$ cat config.mk
export PLATFORM = sky130hd
export DESIGN_NAME = icache_top
export DESIGN_NICKNAME = d
export VERILOG_FILES = /design/src/verilog/icache_pkg.sv /design/src/verilog/icache_top.sv /design/src/verilog/icache_tracker.sv /design/src/verilog/icache_ctrl.sv
export SDC_FILE = /design/constraint.sdc
export NUM_CORES = 2
export LEC_CHECK = 0
export BUFFER_PORTS_ARGS = -buffer_cell sky130_fd_sc_hd__buf_2
export CELL_PAD_IN_SITES_DETAIL_PLACEMENT = 0
export CELL_PAD_IN_SITES_GLOBAL_PLACEMENT = 1
export CORE_ASPECT_RATIO = 1.2
export CORE_MARGIN = 10
export CORE_UTILIZATION = 57
export CTS_BUF_LIST = sky130_fd_sc_hd__clkbuf_2
export DETAILED_ROUTE_END_ITERATION = 7
export GPL_ROUTABILITY_DRIVEN = 0
export PLACE_DENSITY_LB_ADDON = 0.25
export SLEW_MARGIN = 0
export SYNTH_ARGS = -nofsm -noshare
export SYNTH_HDL_FRONTEND = slang
export SYNTH_SLANG_ARGS = --single-unit
$ cat constraint.sdc
create_clock -name i_clock -period 6.39 [get_ports i_clock]
set_input_delay 0 -clock i_clock [delete_from_list [all_inputs] [get_ports i_clock]]
set_output_delay 0 -clock i_clock [all_outputs]
set_load 0.005 [all_outputs]
$ cat src/verilog/icache_pkg.sv
`default_nettype none

package icache_pkg;

  localparam int ADDR_BITS      = 16;                           // significant fetch addr bits
  localparam int NUM_LINES      = 32;                           // one 64b word per line
  localparam int IDX_BITS       = $clog2(NUM_LINES);
  localparam int TAG_BITS       = ADDR_BITS - IDX_BITS - 3;
  localparam int LINE_BITS      = ADDR_BITS - 3;                // line addr, byte offset dropped
  localparam int NUM_TXN        = 16;                           // txn 0 means none
  localparam int TXN_BITS       = 4;
  localparam int PREFETCH_LINES = 8;                            // window past the fetch line

  // memory bus command
  typedef enum logic [1:0] {
    BUS_NONE = 2'h0,
    BUS_LOAD = 2'h1
  } bus_cmd_t;

  typedef struct packed {
    logic                valid;
    logic                requested;                             // load in flight for this index
    logic [TAG_BITS-1:0] tag;
    logic [63:0]         data;
  } icache_line_t;

  // one outstanding memory transaction
  typedef struct packed {
    logic                valid;
    logic [IDX_BITS-1:0] idx;                                   // cache index waiting for the data
  } txn_entry_t;

  typedef struct packed {
    bus_cmd_t    cmd;
    logic [63:0] addr;
  } mem_req_t;

  typedef struct packed {
    logic [TXN_BITS-1:0] response;                              // 0 = denied, else txn number
    logic [TXN_BITS-1:0] tag;                                   // 0 = no return this cycle
    logic [63:0]         data;
  } mem_resp_t;

endpackage

`default_nettype wire
$ cat src/verilog/icache_top.sv
`timescale 1ns/1ps
`default_nettype none

module icache_top (
  input  logic                   i_clock,
  input  logic                   i_reset,
  input  logic [63:0]            i_fetch_addr,
  input  icache_pkg::mem_resp_t  i_mem_resp,
  output icache_pkg::mem_req_t   o_mem_req,
  output logic [63:0]            o_fetch_data,
  output logic                   o_fetch_valid
);

  logic                            fill;        // live tag came back
  logic [icache_pkg::IDX_BITS-1:0] fill_idx;
  logic [icache_pkg::IDX_BITS-1:0] alloc_idx;   // index of the load going out

  icache_ctrl icache_ctrl_i (
    .i_clock        (i_clock),
    .i_reset        (i_reset),
    .i_fetch_addr   (i_fetch_addr),
    .i_mem_response (i_mem_resp.response),
    .i_fill         (fill),
    .i_fill_idx     (fill_idx),
    .i_fill_data    (i_mem_resp.data),
    .o_mem_req      (o_mem_req),
    .o_alloc_idx    (alloc_idx),
    .o_fetch_data   (o_fetch_data),
    .o_fetch_valid  (o_fetch_valid)
  );

  // response is nonzero only for an accepted load
  icache_tracker icache_tracker_i (
    .i_clock     (i_clock),
    .i_reset     (i_reset),
    .i_alloc_txn (i_mem_resp.response),
    .i_alloc_idx (alloc_idx),
    .i_ret_tag   (i_mem_resp.tag),
    .o_fill      (fill),
    .o_fill_idx  (fill_idx)
  );

endmodule

`default_nettype wire

$ cat src/verilog/icache_tracker.sv
`timescale 1ns/1ps
`default_nettype none

module icache_tracker (
  input  logic                             i_clock,
  input  logic                             i_reset,
  input  logic [icache_pkg::TXN_BITS-1:0]  i_alloc_txn,      // accepted txn number, 0 = none
  input  logic [icache_pkg::IDX_BITS-1:0]  i_alloc_idx,
  input  logic [icache_pkg::TXN_BITS-1:0]  i_ret_tag,        // returning txn, 0 = none
  output logic                             o_fill,
  output logic [icache_pkg::IDX_BITS-1:0]  o_fill_idx
);

  icache_pkg::txn_entry_t [icache_pkg::NUM_TXN-1:0] txn_table;
  icache_pkg::txn_entry_t [icache_pkg::NUM_TXN-1:0] next_txn_table;

  // entry 0 never goes valid, so tag 0 never fills
  assign o_fill     = txn_table[i_ret_tag].valid;
  assign o_fill_idx = txn_table[i_ret_tag].idx;

  always_comb begin
    next_txn_table = txn_table;
    if (o_fill) begin
      next_txn_table[i_ret_tag].valid = 1'b0;            // retire on return
    end
    // memory only hands out free numbers, a same-cycle reuse wins here
    if (i_alloc_txn != '0) begin
      next_txn_table[i_alloc_txn].valid = 1'b1;
      next_txn_table[i_alloc_txn].idx   = i_alloc_idx;
    end
  end

  always_ff @(posedge i_clock) begin
    if (i_reset) begin
      for (int i = 0; i < icache_pkg::NUM_TXN; i++) begin
        txn_table[i].valid <= 1'b0;                      // idx left as is
      end
    end else begin
      txn_table <= next_txn_table;
    end
  end

endmodule

`default_nettype wire

$ cat src/verilog/icache_ctrl.sv
`timescale 1ns/1ps
`default_nettype none

module icache_ctrl (
  input  logic                             i_clock,
  input  logic                             i_reset,
  input  logic [63:0]                      i_fetch_addr,     // byte addr from fetch
  input  logic [icache_pkg::TXN_BITS-1:0]  i_mem_response,   // same-cycle answer to a load
  input  logic                             i_fill,           // tracker says a live tag returned
  input  logic [icache_pkg::IDX_BITS-1:0]  i_fill_idx,
  input  logic [63:0]                      i_fill_data,
  output icache_pkg::mem_req_t             o_mem_req,
  output logic [icache_pkg::IDX_BITS-1:0]  o_alloc_idx,      // index for the tracker entry
  output logic [63:0]                      o_fetch_data,
  output logic                             o_fetch_valid
);

  icache_pkg::icache_line_t [icache_pkg::NUM_LINES-1:0] lines;
  icache_pkg::icache_line_t [icache_pkg::NUM_LINES-1:0] next_lines;

  // fetch side decode
  logic [icache_pkg::LINE_BITS-1:0] fetch_line;
  logic [icache_pkg::IDX_BITS-1:0]  fetch_idx;
  logic [icache_pkg::TAG_BITS-1:0]  fetch_tag;
  logic                             fetch_hit;
  logic                             fetch_miss;         // miss and nothing in flight there

  // request bookkeeping
  logic [icache_pkg::LINE_BITS-1:0] last_line;          // line addr of the last request
  logic                             last_denied;

  // prefetch candidate
  logic [icache_pkg::LINE_BITS-1:0] pf_line;
  logic [icache_pkg::IDX_BITS-1:0]  pf_idx;
  logic [icache_pkg::TAG_BITS-1:0]  pf_tag;
  logic [icache_pkg::LINE_BITS-1:0] pf_dist;            // distance ahead of the fetch line
  logic                             pf_hit;
  logic                             pf_in_window;
  logic                             pf_ok;

  // chosen request
  logic                             req_load;
  logic [icache_pkg::LINE_BITS-1:0] req_line;
  logic [icache_pkg::IDX_BITS-1:0]  req_idx;
  logic [icache_pkg::TAG_BITS-1:0]  req_tag;
  logic                             issue;
  logic                             accept;
  logic                             denied;

  // hit lookup, purely combinational
  assign fetch_line    = i_fetch_addr[icache_pkg::ADDR_BITS-1:3];
  assign fetch_idx     = fetch_line[icache_pkg::IDX_BITS-1:0];
  assign fetch_tag     = fetch_line[icache_pkg::LINE_BITS-1:icache_pkg::IDX_BITS];
  assign fetch_hit     = lines[fetch_idx].valid && (lines[fetch_idx].tag == fetch_tag);
  assign fetch_miss    = !fetch_hit && !lines[fetch_idx].requested;
  assign o_fetch_data  = lines[fetch_idx].data;
  assign o_fetch_valid = fetch_hit;

  // next sequential line after the last request
  assign pf_line      = last_line + 1'b1;
  assign pf_idx       = pf_line[icache_pkg::IDX_BITS-1:0];
  assign pf_tag       = pf_line[icache_pkg::LINE_BITS-1:icache_pkg::IDX_BITS];
  assign pf_hit       = lines[pf_idx].valid && (lines[pf_idx].tag == pf_tag);
  assign pf_dist      = pf_line - fetch_line;            // wraps, so lines behind fetch fall out
  assign pf_in_window = (pf_dist < icache_pkg::PREFETCH_LINES);
  assign pf_ok        = pf_in_window && !pf_hit && !lines[pf_idx].requested;

  // request select
  // a denied line goes out again first so the bus address holds until accepted
  always_comb begin
    req_load = 1'b1;
    req_line = last_line;
    if (last_denied) begin
      req_line = last_line;                              // retry
    end else if (fetch_miss) begin
      req_line = fetch_line;                             // demand miss
    end else if (pf_ok) begin
      req_line = pf_line;                                // prefetch
    end else begin
      req_load = 1'b0;
    end
  end

  assign req_idx = req_line[icache_pkg::IDX_BITS-1:0];
  assign req_tag = req_line[icache_pkg::LINE_BITS-1:icache_pkg::IDX_BITS];

  // no loads while in reset
  assign o_mem_req.cmd  = (req_load && !i_reset) ? icache_pkg::BUS_LOAD : icache_pkg::BUS_NONE;
  assign o_mem_req.addr = {{(64-icache_pkg::ADDR_BITS){1'b0}}, req_line, 3'b000};
  assign o_alloc_idx    = req_idx;

  assign issue  = (o_mem_req.cmd == icache_pkg::BUS_LOAD);
  assign accept = issue && (i_mem_response != '0);
  assign denied = issue && (i_mem_response == '0);

  // array next state
  always_comb begin
    next_lines = lines;
    if (i_fill) begin                                    // data back from memory
      next_lines[i_fill_idx].data      = i_fill_data;
      next_lines[i_fill_idx].valid     = 1'b1;
      next_lines[i_fill_idx].requested = 1'b0;
    end
    // a requested index is never picked again, so no clash with the fill above
    if (accept) begin
      next_lines[req_idx].valid     = 1'b0;              // evict old contents
      next_lines[req_idx].requested = 1'b1;
      next_lines[req_idx].tag       = req_tag;
    end
  end

  // tag and data keep their value through reset, only the flags clear
  always_ff @(posedge i_clock) begin
    if (i_reset) begin
      for (int i = 0; i < icache_pkg::NUM_LINES; i++) begin
        lines[i].valid     <= 1'b0;
        lines[i].requested <= 1'b0;
      end
    end else begin
      lines <= next_lines;
    end
  end

  always_ff @(posedge i_clock) begin
    if (i_reset) begin
      last_line   <= '0;
      last_denied <= 1'b0;
    end else begin
      last_denied <= denied;
      if (issue) begin
        last_line <= req_line;
      end else if (pf_in_window) begin
        last_line <= pf_line;                            // step over lines present or in flight
      end
    end
  end

endmodule

`default_nettype wire

==> out/qor.txt <==
CP endpoint kind -> output pin
Unique masters post-synth -> 89
Crit share post-route -> 0.9623
Layout Area Growth over Synthesis -> 13.02%
Antenna violations before repair -> 8
Final Skew -> 180.3 ps
Post-synth EDFFs -> 2379
Post-Synthesis Cells -> 5181
Top FF cell, synth -> edfxtp_1
CTS Root Cell -> clkbuf_2
Drt first-iter violations -> 7095
Seq pwr share -> 0.582
Synthesized area per cell -> 19.84 µm²
Tot GR Track Use -> 0.2697
Crit path max-delay family -> buffers and inverters
Routed vias/inst -> 6.428
Sw Share -> 0.2546
Vias in the first global route -> 58.73k
Total number of vias -> 57.46k
PwrDens -> 263.8 nW/µm²
Max IR drop VDD -> 0.1938 mV
Pleak -> 37.55 nW
Final antenna-violating net count -> 0
Chip height -> 485.2 µm
Setup TNS -> 0 ps
DPL Wire Length -> 139100 µm
Top Ports -> 269
Synth Warn # -> 0
Worst path required time -> 6390 ps
Slew HR -> 0.04209
Max Clock Freq -> 162.6 MHz
Synthesized flop and latch total -> 2473
Most frequent cells in the layout -> 2379 x edfxtp_1, 868 x clkbuf_2, 786 x mux4_2
Post-synth ARST share -> 0
Least-Margin Pin Slew -> 1434 ps
DRT Wirelength -> 271200 µm
CP Launch Type -> register
CTS sink cnt -> 2473
Layout cells sized above 1 -> 0.3606
Die W -> 407.6 µm
Status -> completed
CTS tree -> done
Routed length per placed instance -> 30.34 µm
Clock power frac -> 0.326
Max-Cap Viols -> 0
PortBufs -> 165
Max-slew violation count -> 0
Clock transition at path regs -> 110 ps
Core area -> 179100 µm²
DRC -> 0
Int Pwr -> 22.84 mW
Post-Syn Area -> 102800 µm²
Max H-tree Level -> 6
WS Path Type -> register to output pin
Psw -> 7.803 mW
Commonest non-fill, non-tap cell in the layout -> edfxtp_1
Worst Path Max Fanout -> 10
Clock buffer depth -> 4
Total global routing overflow -> 0
Initial Util -> 0.5739
Comb power frac -> 0.092
Die Area -> 197800 µm²
Max incr delay on CP -> 610 ps
Crit path cell chain -> mux4_2 > nand2_1 > a21oi_1 > a2111o_1 > xnor2_1 > dlygate4sd3_1 > nand2_1 > o31ai_2 > buf_4 > o31ai_1 > dlygate4sd3_1 > a211oi_4 > inv_2 > buf_2
Worst Path Buf+Inv -> 5
Largest net degree at the start of global routing -> 158
Hold Path Class -> input port to register
Worst skew pair latency -> 1830 ps
Row count -> 170
Global-route wire length before repair -> 394600 µm
DRT Pass-1 Iters -> 6
Sequential share of the synthesized area -> 0.7134
Period minus WS final -> 6149 ps
Nets -> 6259
Total CTS buffers -> 603
Slowest cell on crit path -> dlygate4sd3_1
Final hold violations -> 0
Final setup fails -> 0
Worst Path Arrival -> 6150 ps
Hold Slack -> 147.5 ps
power by group through the flow:
| stage | clock (mW) | combinational, mW | sequential [mW] |
|---|---|---|---|
| 2_1_floorplan | 0 | 1.64 | 18.2 |
| 3_3_place_gp | 0 | 2.51 | 18.2 |
| 3_5_place_dp | 0 | 2.54 | 18.2 |
| 4_1_cts | 10.2 | 2.74 | 17.8 |
| 5_1_grt | 11.1 | 2.98 | 17.8 |
| 6_report | 9.99 | 2.83 | 17.8 |
stage by stage:
stage	power, mW	area (µm²)	setup WS (ps)	utilization	std cells
after floorplan	19.81	103000	638.0	-	5232
after global placement	20.70	107600	577.1	0.6007	7600
after detailed placement	20.73	107600	559.1	0.6007	7600
after CTS	30.77	115800	6.337	0.6465	8907
after global routing	31.89	116200	-47.85	0.6486	8936
final	30.65	116200	241.1	0.6486	8939
area by class of cell:
type / count / area [µm²]
Sequential cell: 2473 / 73340
Fill cell: 12510 / 62930
Multi-Input combinational cell: 2259 / 27770
Timing Repair Buffer: 728 / 6710
Clock buffer: 868 / 4344
Tap cell: 2408 / 3013
Clock inverter: 150 / 797.0
Inverter: 44 / 175.2
Antenna cell: 9 / 22.52
worst min-delay path: stages:
cell	delay, ps
buf_8	280
buf_4	400
o31ai_1	280
dlygate4sd3_1	540
or3_4	140
inv_2	60
nand2_1	60
o31ai_1	60
metal layers:
layer | global-route usage | up-vias | wire length [µm]
li1 | - | 23740 | -
met1 | 0.3668 | 29960 | 102400
met2 | 0.4408 | 3252 | 135700
met3 | 0.05440 | 497 | 24990
met4 | 0.08935 | 6 | 8092
met5 | 0 | - | 34
logic make-up (layout without fill, tap and decap cells):
kind of cell | Yosys count | count (layout) | share of synthesized area
buf+inv | 500 | 1790 | 0.02397
fa+ha+maj | 12 | 12 | 0.001461
mux | 910 | 910 | 0.1846
compound gates | 299 | 299 | 0.02146
flops | 2473 | 2473 | 0.7134
xor+xnor | 41 | 41 | 0.003701
other cells | 1 | 61 | 0.00003649
simple gates | 945 | 945 | 0.05145
synth_stat cells, types with 21 or more instances:
cell type | instances | share of area
a22oi_1 | 45 | 0.0033
nand3_1 | 65 | 0.0032
clkbuf_1 | 181 | 0.0066
buf_4 | 80 | 0.0058
nor3_1 | 31 | 0.0015
mux2i_1 | 103 | 0.010
nor2b_1 | 30 | 0.0018
a21oi_1 | 65 | 0.0032
xnor2_1 | 27 | 0.0023
buf_6 | 24 | 0.0026
nand2b_1 | 42 | 0.0026
buf_2 | 85 | 0.0041
nor4_1 | 190 | 0.012
inv_1 | 37 | 0.0014
o311a_1 | 32 | 0.0031
mux2_2 | 21 | 0.0023
mux4_2 | 786 | 0.17
o21ai_0 | 31 | 0.0015
o31ai_1 | 34 | 0.0025
dfxtp_1 | 94 | 0.018
edfxtp_1 | 2379 | 0.70
nor4_2 | 75 | 0.0091
buf_1 | 86 | 0.0031
nand2_1 | 280 | 0.010
nor2_1 | 155 | 0.0057
final timing paths:
check / startpoint / endpoint / slack [ps] / cells after the start
max: icache_ctrl_i.lines[2068] / o_mem_req[6] / 240 / 14
min: i_fetch_addr[4] / icache_ctrl_i.last_line[1] / 150 / 8
max reg2reg: icache_ctrl_i.lines[2068] / icache_ctrl_i.lines[2137] / 520 / 17
min reg2reg: icache_tracker_i.txn_table[35] / icache_tracker_i.txn_table[35] / 490 / 2
timing repair:
item	in CTS	in global routing
pin swaps	5	10
hold endpoints to repair	4852	0
hold buffers	278	0
gates resized for setup	30	19
gates cloned	2	6
setup endpoints to repair	14	12
setup buffers	9	17
flip-flops by register name (all words and copies together) (netlist names):
| name | flops |
|---|---|
| icache_ctrl_i.lines | 2368 |
| icache_tracker_i.txn_table | 91 |
| icache_ctrl_i.last_line | 13 |
| icache_ctrl_i.last_denied | 1 |
(Power assumes the default switching activity.)
